**src/verilog/exec_pkg.sv**
```systemverilog
package exec_pkg;

    // datapath and register index widths.
    localparam int xlen           = 32;
    localparam int reg_addr_width = 5;
    localparam int alu_op_width   = 4;

    // ALU opcode encodings. Codes not listed here produce zero.
    localparam logic [alu_op_width-1:0] alu_add    = 4'd0;
    localparam logic [alu_op_width-1:0] alu_sub    = 4'd1;
    localparam logic [alu_op_width-1:0] alu_sll    = 4'd2;
    localparam logic [alu_op_width-1:0] alu_slt    = 4'd3;
    localparam logic [alu_op_width-1:0] alu_sltu   = 4'd4;
    localparam logic [alu_op_width-1:0] alu_xor    = 4'd5;
    localparam logic [alu_op_width-1:0] alu_srl    = 4'd6;
    localparam logic [alu_op_width-1:0] alu_sra    = 4'd7;
    localparam logic [alu_op_width-1:0] alu_or     = 4'd8;
    localparam logic [alu_op_width-1:0] alu_and    = 4'd9;
    localparam logic [alu_op_width-1:0] alu_eq     = 4'd10;
    localparam logic [alu_op_width-1:0] alu_pass_b = 4'd11;

    // a jump writes the address of the following instruction.
    localparam logic [xlen-1:0] link_offset = xlen'(4);

endpackage
```
**src/verilog/exec_core.sv**
```systemverilog
module exec_core (
    input  logic                                clock,
    input  logic                                reset,
    input  logic [exec_pkg::xlen-1:0]           in_operand_a,
    input  logic [exec_pkg::xlen-1:0]           in_operand_b,
    input  logic [exec_pkg::alu_op_width-1:0]   in_alu_op,
    input  logic                                in_invert,
    input  logic                                in_jump,
    input  logic                                in_branch,
    input  logic [exec_pkg::xlen-1:0]           in_pc,
    input  logic [exec_pkg::xlen-1:0]           in_imm,
    input  logic [exec_pkg::xlen-1:0]           in_store_data,
    input  logic [exec_pkg::reg_addr_width-1:0] in_rd,
    input  logic [2:0]                          in_funct3,
    input  logic                                in_reg_write,
    input  logic                                in_mem_write,
    input  logic                                in_mem_read,
    input  logic                                in_kill,
    input  logic                                in_valid,
    output logic                                in_ready,
    input  logic                                out_ready,
    output logic                                out_valid,
    output logic [exec_pkg::xlen-1:0]           out_result,
    output logic                                out_redirect,
    output logic [exec_pkg::xlen-1:0]           out_target,
    output logic [exec_pkg::xlen-1:0]           out_pc,
    output logic [exec_pkg::xlen-1:0]           out_store_data,
    output logic [exec_pkg::reg_addr_width-1:0] out_rd,
    output logic [2:0]                          out_funct3,
    output logic                                out_reg_write,
    output logic                                out_mem_write,
    output logic                                out_mem_read
);

    logic                                ex_load;
    logic                                ex_squash;
    logic                                commit_load;
    logic                                ex_taken;
    logic [exec_pkg::xlen-1:0]           ex_target;
    logic [exec_pkg::xlen-1:0]           ex_link;
    logic [exec_pkg::xlen-1:0]           ex_result;
    logic                                ex_jump;
    logic                                ex_branch;
    logic [exec_pkg::xlen-1:0]           ex_pc;
    logic [exec_pkg::xlen-1:0]           ex_imm;
    logic [exec_pkg::xlen-1:0]           ex_store_data;
    logic [exec_pkg::reg_addr_width-1:0] ex_rd;
    logic [2:0]                          ex_funct3;
    logic                                ex_reg_write;
    logic                                ex_mem_write;
    logic                                ex_mem_read;

    pipe_control i_pipe_control (
        .clock       (clock),
        .reset       (reset),
        .in_valid    (in_valid),
        .in_ready    (in_ready),
        .out_ready   (out_ready),
        .ex_taken    (ex_taken),
        .ex_load     (ex_load),
        .ex_squash   (ex_squash),
        .ex_valid    (),
        .commit_load (commit_load),
        .out_valid   (out_valid)
    );

    exu_stage i_exu_stage (
        .clock        (clock),
        .reset        (reset),
        .load         (ex_load),
        .kill         (in_kill | ex_squash),
        .operand_a    (in_operand_a),
        .operand_b    (in_operand_b),
        .alu_op       (in_alu_op),
        .invert       (in_invert),
        .jump         (in_jump),
        .branch       (in_branch),
        .pc           (in_pc),
        .imm          (in_imm),
        .store_data   (in_store_data),
        .rd           (in_rd),
        .funct3       (in_funct3),
        .reg_write    (in_reg_write),
        .mem_write    (in_mem_write),
        .mem_read     (in_mem_read),
        .jump_q       (ex_jump),
        .branch_q     (ex_branch),
        .pc_q         (ex_pc),
        .imm_q        (ex_imm),
        .store_data_q (ex_store_data),
        .rd_q         (ex_rd),
        .funct3_q     (ex_funct3),
        .reg_write_q  (ex_reg_write),
        .mem_write_q  (ex_mem_write),
        .mem_read_q   (ex_mem_read),
        .result       (ex_result)
    );

    branch_resolve i_branch_resolve (
        .jump       (ex_jump),
        .branch     (ex_branch),
        .condition  (ex_result[0]),
        .alu_result (ex_result),
        .pc         (ex_pc),
        .imm        (ex_imm),
        .taken      (ex_taken),
        .target     (ex_target),
        .link       (ex_link)
    );

    commit_stage i_commit_stage (
        .clock          (clock),
        .reset          (reset),
        .load           (commit_load),
        .result         (ex_result),
        .link           (ex_link),
        .taken          (ex_taken),
        .target         (ex_target),
        .jump           (ex_jump),
        .pc             (ex_pc),
        .store_data     (ex_store_data),
        .rd             (ex_rd),
        .funct3         (ex_funct3),
        .reg_write      (ex_reg_write),
        .mem_write      (ex_mem_write),
        .mem_read       (ex_mem_read),
        .out_result     (out_result),
        .out_redirect   (out_redirect),
        .out_target     (out_target),
        .out_pc         (out_pc),
        .out_store_data (out_store_data),
        .out_rd         (out_rd),
        .out_funct3     (out_funct3),
        .out_reg_write  (out_reg_write),
        .out_mem_write  (out_mem_write),
        .out_mem_read   (out_mem_read)
    );

endmodule

```
**src/verilog/commit_stage.sv**
```systemverilog
module commit_stage (
    input  logic                                clock,
    input  logic                                reset,
    input  logic                                load,
    input  logic [exec_pkg::xlen-1:0]           result,
    input  logic [exec_pkg::xlen-1:0]           link,
    input  logic                                taken,
    input  logic [exec_pkg::xlen-1:0]           target,
    input  logic                                jump,
    input  logic [exec_pkg::xlen-1:0]           pc,
    input  logic [exec_pkg::xlen-1:0]           store_data,
    input  logic [exec_pkg::reg_addr_width-1:0] rd,
    input  logic [2:0]                          funct3,
    input  logic                                reg_write,
    input  logic                                mem_write,
    input  logic                                mem_read,
    output logic [exec_pkg::xlen-1:0]           out_result,
    output logic                                out_redirect,
    output logic [exec_pkg::xlen-1:0]           out_target,
    output logic [exec_pkg::xlen-1:0]           out_pc,
    output logic [exec_pkg::xlen-1:0]           out_store_data,
    output logic [exec_pkg::reg_addr_width-1:0] out_rd,
    output logic [2:0]                          out_funct3,
    output logic                                out_reg_write,
    output logic                                out_mem_write,
    output logic                                out_mem_read
);

    logic [exec_pkg::xlen-1:0] writeback_value;

    // jumps write the return address, everything else writes the ALU value.
    assign writeback_value = jump ? link : result;

    always_ff @(posedge clock) begin
        if (load) begin
            out_result     <= writeback_value;
            out_target     <= target;
            out_pc         <= pc;
            out_store_data <= store_data;
            out_rd         <= rd;
            out_funct3     <= funct3;
        end
    end

    always_ff @(posedge clock or posedge reset) begin
        if (reset) begin
            out_redirect  <= 1'b0;
            out_reg_write <= 1'b0;
            out_mem_write <= 1'b0;
            out_mem_read  <= 1'b0;
        end else if (load) begin
            out_redirect  <= taken;
            out_reg_write <= reg_write;
            out_mem_write <= mem_write;
            out_mem_read  <= mem_read;
        end
    end

endmodule

```
**src/verilog/exu_stage.sv**
```systemverilog
module exu_stage (
    input  logic                                clock,
    input  logic                                reset,
    input  logic                                load,
    input  logic                                kill,
    input  logic [exec_pkg::xlen-1:0]           operand_a,
    input  logic [exec_pkg::xlen-1:0]           operand_b,
    input  logic [exec_pkg::alu_op_width-1:0]   alu_op,
    input  logic                                invert,
    input  logic                                jump,
    input  logic                                branch,
    input  logic [exec_pkg::xlen-1:0]           pc,
    input  logic [exec_pkg::xlen-1:0]           imm,
    input  logic [exec_pkg::xlen-1:0]           store_data,
    input  logic [exec_pkg::reg_addr_width-1:0] rd,
    input  logic [2:0]                          funct3,
    input  logic                                reg_write,
    input  logic                                mem_write,
    input  logic                                mem_read,
    output logic                                jump_q,
    output logic                                branch_q,
    output logic [exec_pkg::xlen-1:0]           pc_q,
    output logic [exec_pkg::xlen-1:0]           imm_q,
    output logic [exec_pkg::xlen-1:0]           store_data_q,
    output logic [exec_pkg::reg_addr_width-1:0] rd_q,
    output logic [2:0]                          funct3_q,
    output logic                                reg_write_q,
    output logic                                mem_write_q,
    output logic                                mem_read_q,
    output logic [exec_pkg::xlen-1:0]           result
);

    logic [exec_pkg::xlen-1:0]         operand_a_q;
    logic [exec_pkg::xlen-1:0]         operand_b_q;
    logic [exec_pkg::alu_op_width-1:0] alu_op_q;
    logic                              invert_q;
    logic [exec_pkg::xlen-1:0]         alu_result;

    always_ff @(posedge clock) begin
        if (load) begin
            operand_a_q  <= operand_a;
            operand_b_q  <= operand_b;
            alu_op_q     <= alu_op;
            invert_q     <= invert;
            pc_q         <= pc;
            imm_q        <= imm;
            store_data_q <= store_data;
            rd_q         <= rd;
            funct3_q     <= funct3;
        end
    end

    // a killed operation still flows on, but can neither write nor redirect.
    always_ff @(posedge clock or posedge reset) begin
        if (reset) begin
            jump_q      <= 1'b0;
            branch_q    <= 1'b0;
            reg_write_q <= 1'b0;
            mem_write_q <= 1'b0;
            mem_read_q  <= 1'b0;
        end else if (load) begin
            jump_q      <= jump & ~kill;
            branch_q    <= branch & ~kill;
            reg_write_q <= reg_write & ~kill;
            mem_write_q <= mem_write & ~kill;
            mem_read_q  <= mem_read & ~kill;
        end
    end

    alu i_alu (
        .operand_a (operand_a_q),
        .operand_b (operand_b_q),
        .op        (alu_op_q),
        .result    (alu_result)
    );

    // flipping bit 0 turns slt into bge and eq into bne.
    assign result = alu_result ^ {{(exec_pkg::xlen-1){1'b0}}, invert_q};

endmodule

```
**src/verilog/pipe_control.sv**
```systemverilog
module pipe_control (
    input  logic clock,
    input  logic reset,
    input  logic in_valid,
    output logic in_ready,
    input  logic out_ready,
    input  logic ex_taken,
    output logic ex_load,
    output logic ex_squash,
    output logic ex_valid,
    output logic commit_load,
    output logic out_valid
);

    logic commit_ready;
    logic taken_leaving;
    logic squash_pending;

    // the commit register is free when empty or when its contents leave now.
    assign commit_ready = ~out_valid | out_ready;
    assign commit_load  = ex_valid & commit_ready;

    // execute can take a new operation when it is empty or moving on this edge.
    assign in_ready = ~ex_valid | commit_load;
    assign ex_load  = in_valid & in_ready;

    assign taken_leaving = commit_load & ex_taken;

    // the operation after a taken branch or jump is on the wrong path.
    assign ex_squash = ex_load & (squash_pending | taken_leaving);

    always_ff @(posedge clock or posedge reset) begin
        if (reset) begin
            ex_valid <= 1'b0;
        end else if (ex_load) begin
            ex_valid <= 1'b1;
        end else if (commit_load) begin
            ex_valid <= 1'b0;
        end
    end

    always_ff @(posedge clock or posedge reset) begin
        if (reset) begin
            out_valid <= 1'b0;
        end else if (commit_load) begin
            out_valid <= 1'b1;
        end else if (out_ready) begin
            out_valid <= 1'b0;
        end
    end

    // remembers a redirect until the next accepted operation has been squashed.
    always_ff @(posedge clock or posedge reset) begin
        if (reset) begin
            squash_pending <= 1'b0;
        end else if (ex_load) begin
            squash_pending <= 1'b0;
        end else if (taken_leaving) begin
            squash_pending <= 1'b1;
        end
    end

endmodule

```
**src/verilog/branch_resolve.sv**
```systemverilog
module branch_resolve (
    input  logic                      jump,
    input  logic                      branch,
    input  logic                      condition,
    input  logic [exec_pkg::xlen-1:0] alu_result,
    input  logic [exec_pkg::xlen-1:0] pc,
    input  logic [exec_pkg::xlen-1:0] imm,
    output logic                      taken,
    output logic [exec_pkg::xlen-1:0] target,
    output logic [exec_pkg::xlen-1:0] link
);

    logic [exec_pkg::xlen-1:0] branch_target;
    logic [exec_pkg::xlen-1:0] jump_target;

    // jumps always redirect, branches only when the compare came out true.
    assign taken = jump | (branch & condition);

    assign branch_target = pc + imm;

    // the ALU already added the base and the offset for jal and jalr.
    assign jump_target = {alu_result[exec_pkg::xlen-1:1], 1'b0};

    assign target = jump ? jump_target : branch_target;

    assign link = pc + exec_pkg::link_offset;

endmodule

```
**src/verilog/alu.sv**
```systemverilog
module alu (
    input  logic [exec_pkg::xlen-1:0]         operand_a,
    input  logic [exec_pkg::xlen-1:0]         operand_b,
    input  logic [exec_pkg::alu_op_width-1:0] op,
    output logic [exec_pkg::xlen-1:0]         result
);

    logic [4:0] shamt;

    // RV32I shifts only look at the low five bits of the shift amount.
    assign shamt = operand_b[4:0];

    always_comb begin
        case (op)
            exec_pkg::alu_add: begin
                result = operand_a + operand_b;
            end
            exec_pkg::alu_sub: begin
                result = operand_a - operand_b;
            end
            exec_pkg::alu_sll: begin
                result = operand_a << shamt;
            end
            exec_pkg::alu_slt: begin
                result = {{(exec_pkg::xlen-1){1'b0}}, $signed(operand_a) < $signed(operand_b)};
            end
            exec_pkg::alu_sltu: begin
                result = {{(exec_pkg::xlen-1){1'b0}}, operand_a < operand_b};
            end
            exec_pkg::alu_xor: begin
                result = operand_a ^ operand_b;
            end
            exec_pkg::alu_srl: begin
                result = operand_a >> shamt;
            end
            exec_pkg::alu_sra: begin
                result = $unsigned($signed(operand_a) >>> shamt);
            end
            exec_pkg::alu_or: begin
                result = operand_a | operand_b;
            end
            exec_pkg::alu_and: begin
                result = operand_a & operand_b;
            end
            exec_pkg::alu_eq: begin
                result = {{(exec_pkg::xlen-1){1'b0}}, operand_a == operand_b};
            end
            exec_pkg::alu_pass_b: begin
                // lui arrives with the shifted immediate as the second operand.
                result = operand_b;
            end
            default: begin
                result = '0;
            end
        endcase
    end

endmodule

```
**config.mk**
```make
export PLATFORM = sky130hd
export DESIGN_NAME = exec_core
export DESIGN_NICKNAME = d
export VERILOG_FILES = /design/src/verilog/exec_pkg.sv /design/src/verilog/exec_core.sv /design/src/verilog/commit_stage.sv /design/src/verilog/exu_stage.sv /design/src/verilog/pipe_control.sv /design/src/verilog/branch_resolve.sv /design/src/verilog/alu.sv
export SDC_FILE = /design/constraint.sdc
export NUM_CORES = 1
export LEC_CHECK = 0
export BUFFER_PORTS_ARGS = -buffer_cell sky130_fd_sc_hd__buf_4
export CAP_MARGIN = 20
export CORE_MARGIN = 5
export CORE_UTILIZATION = 30
export DETAILED_ROUTE_END_ITERATION = 7
export HOLD_SLACK_MARGIN = 0.08
export PLACE_DENSITY_LB_ADDON = 0.12
export SETUP_SLACK_MARGIN = 0.15
export SLEW_MARGIN = 30
export SYNTH_ARGS = -nofsm -noshare
export SYNTH_HDL_FRONTEND = slang
export SYNTH_SLANG_ARGS = --single-unit
```
**constraint.sdc**
```tcl
create_clock -name clock -period 5.72 [get_ports clock]
set_clock_uncertainty 0.05 [all_clocks]
set_input_delay 1.144 -clock clock [delete_from_list [all_inputs] [get_ports clock]]
set_output_delay 1.144 -clock clock [all_outputs]
set_load 0.005 [all_outputs]
```
==> summary.md, run 1 <==
| Metric | Value |
|---|---|
| XOR/XNOR share of the synthesized area | `2.15%` |
| Summed instance area of the synthesized netlist | `21600 sq um` |
| Required time at the endpoint of the critical path | `5.95 ns` |
| Clock tree from TritonCTS | `built` |
| Number of standard cells in the final layout excluding fillers | `3322` |
| Timing startpoint of the critical path | `i_exu_stage.operand_a_q[15]$_DFFE_PP_` |
| Multi-input gate area | `11000 sq um` |
| Share of synthesized cell area in and, or, nand and nor gates | `12.1%` |
| Final count of pins violating max slew | `0` |
| Critical path class | `flip-flop to flip-flop` |
| Max-cap violations | `0` |
| Post CTS Setup Buffer Count | `0` |
| Leakage power | `10.2 nW` |
| Initial core utilization | `30.2%` |
| Min-Delay Path Depth | `0` |
| Pwr/cell area | `276 nW/um^2` |
| Cells taking the most area after synthesis | `sky130_fd_sc_hd__edfxtp_1 43%, sky130_fd_sc_hd__ha_1 7.5%, sky130_fd_sc_hd__mux4_2 6.1%` |
| Number of routed nets with antenna violations | `0` |
| Clk Latency, worst-skew pair | `0.58 ns` |
| Critical path launch point type | `flip-flop` |
| Aggregate global-route resource usage | `21.6%` |
| Hold worst-path end | `i_commit_stage.out_store_data[19]$_DFFE_PP_` |
| WL/cell | `26.2 um` |
| Number of DRC violations after detailed-routing iteration 0 | `1834` |
| Proportion of netlist area held by the largest area contributor | `43.0%` |
| Average via count per standard cell | `5.49` |
| Root cell of the clock tree | `sky130_fd_sc_hd__clkbuf_16` |
| Number of clock buffers inserted by TritonCTS | `40` |
| Net switching share of the total power | `31.3%` |
| Startpoint of the most critical hold path | `i_exu_stage.store_data_q[19]$_DFFE_PP_` |
| Fmax | `0.215 GHz` |
| Sequential standard cell area | `9580 sq um` |
| NetSw | `0.00227 W` |
| Fin crit period | `4.66 ns` |
| Instance area at placement | `25000 sq um` |
| Overall die height | `278 um` |
| Total placed cells including tap cells | `3249` |
| Final setup violation count | `0` |
| Filler cell count in the final layout | `7170` |
| Gate power share | `26.1%` |
| Count of cells resized by post-cts repair | `0` |
| Worst supply voltage drop on vdd | `197 uV` |
| Cell Rows | `98` |
| H-tree depth reported by CTS | `2` |
| First-pass GRT wire length | `127000 um` |
| Total detailed-routing wirelength | `87100 um` |
| Clk sink count | `321` |
| Cell type of the slowest stage on the worst timing path | `sky130_fd_sc_hd__edfxtp_1` |
| Mean instance size in the synthesized netlist | `10.5 sq um` |
| Main combinational cell family by area after synthesis | `compound AO/OA/AOI/OAI gates` |
| R2R cell count | `10` |
| Final net count | `2656` |
| Total DRC errors in the routed layout | `0` |
| Number of global-route vias before repair | `18300` |
| Crit path max-delay family | `compound AO/OA/AOI/OAI gates` |
| Boundary pin count | `325` |
| Number of nets produced by synthesis | `2371` |
| Count of state elements after synthesis | `321` |
| Synthesis Warnings | `0` |
| Number of distinct standard cells referenced by the synthesized netlist | `85` |
| Pin count of the biggest net entering global routing | `98` |
| Fraction of layout instances using a drive strength above 1 | `22.4%` |
| Number of antenna violations at the first check in global routing | `4` |
| Sequence of cells on the critical path | `inv_1 -> ha_1 -> or3_1 -> nor3_1 -> a211oi_2 -> o41ai_1 -> nor2b_1 -> a221o_1 -> a211oi_1 -> mux2i_1` |
| Die area | `77400 sq um` |
| Cell with the most instances after synthesis | `sky130_fd_sc_hd__edfxtp_1` |
| Area of all placed cells without fillers | `26300 sq um` |
| Reg-to-reg slack, setup | `1.06 ns` |
| Slew at the pin with the worst max-slew slack | `0.908 ns` |
| Reg power frac | `41.2%` |
| DP HPWL | `66100 um` |
| Cells after synthesis | `2056` |
| Hold violation total from the final report | `0` |
| Core Area | `71400 sq um` |
| Clk slew on worst S/H paths | `0.06 ns` |
| Part of the cycle the worst path needs | `81.5%` |
| Crit. End Element | `flip-flop` |
| Worst path max stage delay | `0.69 ns` |
| Post-Synth Adder-Cell Area | `7.76%` |
| Data arrival time of the critical path | `4.89 ns` |
| Most frequent cells after synthesis | `309 x sky130_fd_sc_hd__edfxtp_1, 191 x sky130_fd_sc_hd__nor2_1, 169 x sky130_fd_sc_hd__a21oi_1, 149 x sky130_fd_sc_hd__nand2_1, 129 x sky130_fd_sc_hd__ha_1` |
| Synthesized-area fraction occupied by ao, oa, aoi and oai cells | `19.1%` |
| DIE WIDTH | `278 um` |
| Layout-stage area growth over the synthesis result | `21.7%` |
| Share of flip-flops with an asynchronous set or reset after synthesis | `3.74%` |
| Port bufs | `324` |
| Congestion Overflow GR | `0` |
| Worst r2r src | `i_exu_stage.operand_a_q[15]$_DFFE_PP_` |
| Worst reg2reg endpoint | `i_commit_stage.out_result[26]$_DFFE_PP_` |
| Deepest clock path buffer count | `3` |
| Worst Path Buf+Inv | `1` |
| Cell taking the most area after synthesis | `sky130_fd_sc_hd__edfxtp_1` |
| Aggregate negative setup slack | `0 ns` |
| Hold WC Path Type | `flip-flop to flip-flop` |
| Fraction of the yosys area taken by sequential cells | `44.4%` |
| Post-synthesis mux area share | `9.76%` |
| Most frequently used flop master after synthesis | `sky130_fd_sc_hd__edfxtp_1` |
| Internal | `0.00498 W` |
| Power, Total | `0.00725 W` |
| Slew headroom | `39.3%` |
| Run status | `finished, final reports clean` |
| Unrepaired setup endpoints after global routing | `false` |
| Top fanout value on the critical path | `11` |
| Routed vias | `18200` |
| GPL Wtd Cong | `0.920` |
| Clock Power Share | `32.7%` |
| Number of detailed-route iterations in the first pass | `7` |
| Total of hold buffers inserted after clock tree synthesis | `0` |
| EDFF count, synth | `309` |
-- sequential cells by signal, indices dropped and copies added (netlist names), 3 cells and up --
name                           flops
i_exu_stage.operand_a_q           32
i_commit_stage.out_rd              5
i_exu_stage.rd_q                   5
i_commit_stage.out_store_data     32
i_exu_stage.funct3_q               3
i_exu_stage.imm_q                 32
i_commit_stage.out_funct3          3
i_exu_stage.operand_b_q           32
i_commit_stage.out_pc             32
i_commit_stage.out_target         32
i_exu_stage.pc_q                  32
i_exu_stage.alu_op_q               4
i_commit_stage.out_result         32
i_exu_stage.store_data_q          32
-- logic make-up after synthesis --
kind of cell,after synthesis
buffers and inverters,244
DFF,321
xor gates and xnor gates,53
adders and majority gates,132
and+or+nand+nor,561
AOI/OAI and AO/OA,616
muxes,129
-- worst max path at each step --
stage | cells past startpoint | slack, ns | to
final | 10 | 1.06 | i_commit_stage.out_result[26]$_DFFE_PP_
after global routing | 10 | 0.86 | i_commit_stage.out_result[26]$_DFFE_PP_
after CTS | 10 | 1.08 | i_commit_stage.out_result[26]$_DFFE_PP_
after detailed placement | 10 | 1.15 | i_commit_stage.out_target[26]$_DFFE_PP_
after global placement | 9 | 0.90 | i_commit_stage.out_target[7]$_DFFE_PP_
after floorplan | 5 | 0.26 | i_exu_stage.jump_q$_DFFE_PP0P_
-- area by class of cell --
| class | count | area share, % |
|---|---|---|
| well taps | 950 | 4.53 |
| multi-input cells | 1491 | 42.0 |
| flip-flops and latches | 321 | 36.5 |
| clock buffers | 54 | 4.21 |
| repair buffers | 370 | 10.7 |
| diodes | 2 | 0.0191 |
| inverters | 117 | 1.72 |
| clock inverters | 17 | 0.395 |
-- worst reg2reg max path, stage by stage (launching register included) --
cell and delay [ns]:
sky130_fd_sc_hd__edfxtp_1 0.69, sky130_fd_sc_hd__inv_1 0.18, sky130_fd_sc_hd__ha_1 0.50, sky130_fd_sc_hd__or3_1 0.54
sky130_fd_sc_hd__nor3_1 0.45, sky130_fd_sc_hd__a211oi_2 0.28, sky130_fd_sc_hd__o41ai_1 0.66, sky130_fd_sc_hd__nor2b_1 0.14
sky130_fd_sc_hd__a221o_1 0.33, sky130_fd_sc_hd__a211oi_1 0.40, sky130_fd_sc_hd__mux2i_1 0.14
-- per-layer routing --
metal / global-route usage, % / vias to the layer above / share of wire (%) / wire length (um)
met3: 2.99 / 117 / 5.3 / 4610
met2: 38.1 / 650 / 51 / 44200
met1: 27.8 / 9060 / 41 / 35700
li1: - / 8411 / - / -
met4: 6.11 / 0 / 3.0 / 2600
met5: 0 / - / 0 / 0
-- cell usage in the layout, fill, tap and decap left out, types with 17 or more instances in the layout --
cell type,instances
sky130_fd_sc_hd__nor3_1,29
sky130_fd_sc_hd__nor2_1,191
sky130_fd_sc_hd__buf_4,366
sky130_fd_sc_hd__clkbuf_16,42
sky130_fd_sc_hd__o21bai_1,25
sky130_fd_sc_hd__ha_1,129
sky130_fd_sc_hd__a211oi_1,33
sky130_fd_sc_hd__mux2_2,19
sky130_fd_sc_hd__a21o_1,31
sky130_fd_sc_hd__a221o_1,18
sky130_fd_sc_hd__a22oi_1,25
sky130_fd_sc_hd__mux4_2,58
sky130_fd_sc_hd__mux2i_1,48
sky130_fd_sc_hd__nand3_1,53
sky130_fd_sc_hd__o21ai_0,113
sky130_fd_sc_hd__inv_1,111
sky130_fd_sc_hd__xnor2_1,35
sky130_fd_sc_hd__o221ai_1,17
sky130_fd_sc_hd__a21oi_1,169
sky130_fd_sc_hd__nor2b_1,20
sky130_fd_sc_hd__nand2b_1,21
sky130_fd_sc_hd__a221oi_1,18
sky130_fd_sc_hd__xor2_1,18
sky130_fd_sc_hd__o211ai_1,28
sky130_fd_sc_hd__edfxtp_1,309
sky130_fd_sc_hd__nand2_1,147
-- metrics by stage --
| step | hold WS, ns | util (%) | setup slack (ns) |
|---|---|---|---|
| 3_5_place_dp | 0.355 | 35.1 | 1.15 |
| 3_3_place_gp | 0.351 | 35.1 | 0.905 |
| 5_1_grt | 0.366 | 36.8 | 0.859 |
| 6_report | 0.366 | 36.8 | 1.06 |
| 4_1_cts | 0.366 | 36.8 | 1.08 |
| 2_1_floorplan | 0.350 | - | 0.263 |
-- power groups by stage --
stage / logic, W / registers (W) / clock network, W
floorplan: 0.00108 / 0.00302 / 0
global placement: 0.00189 / 0.00303 / 0
detailed placement: 0.00189 / 0.00303 / 0
CTS: 0.00190 / 0.00299 / 0.00248
global route: 0.00204 / 0.00301 / 0.00257
finish: 0.00189 / 0.00299 / 0.00237
Power figures use the tool's default switching activity.
==> run 2: changes to the inputs <==
ABC_AREA = 1   (was not set)
clock period = 4.3 ns   (was 5.72 ns; I/O delays follow)
==> run 2 against run 1 <==
Net effect:
- register-to-register slack got worse by 0.70 ns
- wire length increased by 15%
- core utilization increased by 0.67 points
- clock power increased by 49%
- total power increased by 48%
- area after synthesis decreased by 0.24%
- setup slack got worse by 0.70 ns
- largest power group unchanged
==> summary.md, run 2 <==
| Metric | Value |
|---|---|
| Clk slew on worst S/H paths | `0.06 ns (about the same)` |
| Pin count of the biggest net entering global routing | `70 (was 98)` |
| Number of nets produced by synthesis | `2932 (was 2371)` |
| Core Area | `71400 sq um (unchanged)` |
| Boundary pin count | `325 (unchanged)` |
| Mean instance size in the synthesized netlist | `8.23 sq um (was 10.5 sq um)` |
| Fin crit period | `3.94 ns (was 4.66 ns)` |
| Cell type of the slowest stage on the worst timing path | `sky130_fd_sc_hd__edfxtp_1 (unchanged)` |
| Leakage power | `11.8 nW (was 10.2 nW)` |
| Number of clock buffers inserted by TritonCTS | `39 (was 40)` |
| Post CTS Setup Buffer Count | `0 (unchanged)` |
| Number of antenna violations at the first check in global routing | `5 (was 4)` |
| DIE WIDTH | `278 um (about the same)` |
| Congestion Overflow GR | `0 (unchanged)` |
| Final count of pins violating max slew | `0 (unchanged)` |
| Initial core utilization | `30.2% (about the same)` |
| Deepest clock path buffer count | `3 (unchanged)` |
| Clk sink count | `321 (unchanged)` |
| Fraction of layout instances using a drive strength above 1 | `17.9% (was 22.4%)` |
| Most frequently used flop master after synthesis | `sky130_fd_sc_hd__edfxtp_1 (unchanged)` |
| Number of global-route vias before repair | `20700 (was 18300)` |
| Met3 Routed Length | `7860 um (was 4610 um)` |
| Routed met2 length | `45100 um (was 44200 um)` |
| Share of flip-flops with an asynchronous set or reset after synthesis | `3.74% (unchanged)` |
| Clock tree from TritonCTS | `built (unchanged)` |
| Crit. End Element | `flip-flop (unchanged)` |
| Aggregate global-route resource usage | `25.1% (was 21.6%)` |
| Total of hold buffers inserted after clock tree synthesis | `0 (unchanged)` |
| Count of state elements after synthesis | `321 (unchanged)` |
| Average via count per standard cell | `5.26 (was 5.49)` |
| Cell with the most instances after synthesis | `sky130_fd_sc_hd__nand2_1 (was sky130_fd_sc_hd__edfxtp_1)` |
| Hold WC Path Type | `input pin to asynchronous set/reset pin (was flip-flop to flip-flop)` |
| Highest routed metal layer | `met5 (was met4)` |
| Post-layout utilization of the core | `37.5% (was 36.8%)` |
| Sequence of cells on the critical path | `buf_4 -> o21ai_0 -> or2_1 -> o21ai_1 -> nand2_1 -> o21ai_1 -> nand2_1 -> nand3_1 -> o21ai_1 -> a211oi_1 -> nand3_1 -> nand2_1 -> nand2_1 (was inv_1 -> ha_1 -> or3_1 -> nor3_1 -> a211oi_2 -> o41ai_1 -> nor2b_1 -> a221o_1 -> a211oi_1 -> mux2i_1)` |
| Die area | `77200 sq um (was 77400 sq um)` |
| Root cell of the clock tree | `sky130_fd_sc_hd__clkbuf_16 (unchanged)` |
| Instance area at placement | `25400 sq um (was 25000 sq um)` |
| H-tree depth reported by CTS | `2 (unchanged)` |
| Cells taking the most area after synthesis | `sky130_fd_sc_hd__edfxtp_1 43%, sky130_fd_sc_hd__nand2_1 11%, sky130_fd_sc_hd__ha_1 7.5% (was sky130_fd_sc_hd__edfxtp_1 43%, sky130_fd_sc_hd__ha_1 7.5%, sky130_fd_sc_hd__mux4_2 6.1%)` |
| Top fanout value on the critical path | `45 (was 11)` |
| Worst supply voltage drop on vdd | `309 uV (was 197 uV)` |
| Hold violation total from the final report | `0 (unchanged)` |
| Aggregate negative setup slack | `0 ns (unchanged)` |
| Max-cap violations | `0 (unchanged)` |
| Unrepaired setup endpoints after global routing | `false (unchanged)` |
| WL/cell | `25.5 um (was 26.2 um)` |
| First-pass GRT wire length | `145000 um (was 127000 um)` |
| Total detailed-routing wirelength | `101000 um (was 87100 um)` |
| Post-route met1 wirelength | `44400 um (was 35700 um)` |
| Layout-stage area growth over the synthesis result | `24.2% (was 21.7%)` |
| Run status | `finished, final reports clean (unchanged)` |
| Synthesis Warnings | `0 (unchanged)` |
| Cell taking the most area after synthesis | `sky130_fd_sc_hd__edfxtp_1 (unchanged)` |
| Number of detailed-route iterations in the first pass | `7 (unchanged)` |
| Port bufs | `324 (unchanged)` |
| Worst Path Buf+Inv | `1 (unchanged)` |
| Area of all placed cells without fillers | `26700 sq um (was 26300 sq um)` |
| Cells after synthesis | `2617 (was 2056)` |
| Critical path class | `flip-flop to flip-flop (unchanged)` |
| Number of DRC violations after detailed-routing iteration 0 | `2244 (was 1834)` |
| Overall die height | `278 um (about the same)` |
| Most common cell on crit path | `sky130_fd_sc_hd__nand2_1` |
| GPL Wtd Cong | `1.03 (was 0.920)` |
| DP HPWL | `81400 um (was 66100 um)` |
| Slew headroom | `35.5% (was 39.3%)` |
| Slew at the pin with the worst max-slew slack | `0.957 ns (was 0.908 ns)` |
| Cell Rows | `98 (unchanged)` |
| Part of the cycle the worst path needs | `91.6% (was 81.5%)` |
| Proportion of netlist area held by the largest area contributor | `43.1% (was 43.0%)` |
| Final setup violation count | `0 (unchanged)` |
| Crit path max-delay family | `compound AO/OA/AOI/OAI gates (unchanged)` |
| Most frequent cells after synthesis | `629 x sky130_fd_sc_hd__nand2_1, 309 x sky130_fd_sc_hd__edfxtp_1, 274 x sky130_fd_sc_hd__inv_1, 185 x sky130_fd_sc_hd__a21oi_1 (was 309 x sky130_fd_sc_hd__edfxtp_1, 191 x sky130_fd_sc_hd__nor2_1, 169 x sky130_fd_sc_hd__a21oi_1, 149 x sky130_fd_sc_hd__nand2_1, 129 x sky130_fd_sc_hd__ha_1)` |
| Fmax | `0.254 GHz (was 0.215 GHz)` |
| Critical path launch point type | `flip-flop (unchanged)` |
| EDFF count, synth | `309 (unchanged)` |
| Most frequent cells in the layout | `626 x sky130_fd_sc_hd__nand2_1, 404 x sky130_fd_sc_hd__buf_4, 309 x sky130_fd_sc_hd__edfxtp_1 (was 366 x sky130_fd_sc_hd__buf_4, 309 x sky130_fd_sc_hd__edfxtp_1, 191 x sky130_fd_sc_hd__nor2_1)` |
| Number of routed nets with antenna violations | `0 (unchanged)` |
| Total DRC errors in the routed layout | `0 (unchanged)` |
| Routed vias | `20700 (was 18200)` |
| Clk Latency, worst-skew pair | `0.59 ns (was 0.58 ns)` |
| Worst hold slack | `0.255 ns (was 0.366 ns)` |
| Required time at the endpoint of the critical path | `4.56 ns (was 5.95 ns)` |
| Worst path max stage delay | `0.61 ns (was 0.69 ns)` |
| Data arrival time of the critical path | `4.20 ns (was 4.89 ns)` |
| Final net count | `3277 (was 2656)` |
| Most common library cell in the layout ignoring fill and taps | `sky130_fd_sc_hd__nand2_1 (was sky130_fd_sc_hd__buf_4)` |
| Fraction of the yosys area taken by sequential cells | `44.5% (was 44.4%)` |
| Number of distinct standard cells referenced by the synthesized netlist | `59 (was 85)` |
| Count of cells resized by post-cts repair | `0 (unchanged)` |
| Pwr/cell area | `400 nW/um^2 (was 276 nW/um^2)` |
| Summed instance area of the synthesized netlist | `21500 sq um (was 21600 sq um)` |
## run 2: cell count changes after synthesis, moves of 22 or more
cell                       change
sky130_fd_sc_hd__o21ai_0      +60
sky130_fd_sc_hd__a22oi_1      -22
sky130_fd_sc_hd__buf_2        +23
sky130_fd_sc_hd__o22ai_1      +26
sky130_fd_sc_hd__nand2_1     +480
sky130_fd_sc_hd__nand3_1     +127
sky130_fd_sc_hd__mux4_2       -58
sky130_fd_sc_hd__clkbuf_1     -41
sky130_fd_sc_hd__o21ai_1      +66
sky130_fd_sc_hd__mux2i_1      -36
sky130_fd_sc_hd__inv_1       +159
## run 2: layout make-up
cell class / count / area, sq um
repair buffers: 409 / 3120
inverters: 291 / 1100
clock inverters: 21 / 302
multi-input cells: 1900 / 10400
fillers: 7509 / 44600
well taps: 950 / 1190
diodes: 2 / 5.00
flip-flops and latches: 321 / 9580
clock buffers: 50 / 1030
## run 2: stage by stage
step | total power, W | std cells | setup WS (ns)
2_1_floorplan | 0.00571 | 2617 | 0.163
3_3_place_gp | 0.00724 | 3871 | 0.467
3_5_place_dp | 0.00722 | 3871 | 0.518
4_1_cts | 0.0108 | 3942 | 0.478
5_1_grt | 0.0113 | 3942 | 0.225
6_report | 0.0107 | 3944 | 0.363
## run 2: report_power, final
group          leakage (nW)  total, W  internal, W  switching [W]
sequential             3.14   0.00412      0.00390       0.000215
clock                 0.651   0.00353      0.00212        0.00141
combinational          8.00   0.00305      0.00103        0.00202
## run 2: per-layer routing
layer,global-route usage (%),vias to the layer above
li1,-,9720
met1,34.9,10000
met2,39.9,862
met3,5.01,141
met4,7.13,2
met5,0,-
## run 2: final timing paths
kind	slack [ns]	end	cells after the start	from
setup / recovery	0.36	i_commit_stage.out_target[27]$_DFFE_PP_	13	i_exu_stage.operand_b_q[0]$_DFFE_PP_
hold / removal	0.26	i_exu_stage.mem_write_q$_DFFE_PP0P_	2	reset
setup reg to reg	0.36	i_commit_stage.out_target[27]$_DFFE_PP_	13	i_exu_stage.operand_b_q[0]$_DFFE_PP_
hold reg to reg	0.36	i_commit_stage.out_store_data[6]$_DFFE_PP_	0	i_exu_stage.store_data_q[6]$_DFFE_PP_
max in group asynchronous	3.60	i_exu_stage.jump_q$_DFFE_PP0P_	2	reset
min in group clock	0.36	i_commit_stage.out_store_data[6]$_DFFE_PP_	0	i_exu_stage.store_data_q[6]$_DFFE_PP_
## run 2: cells by family after synthesis
logic type | count (synthesis) | synth area share, %
buffers and inverters | 396 | 7.22
muxes | 12 | 0.558
xor gates and xnor gates | 46 | 1.87
adders and majority gates | 132 | 7.78
and+or+nand+nor | 1099 | 21.8
AOI/OAI and AO/OA | 611 | 16.3
DFF | 321 | 44.5
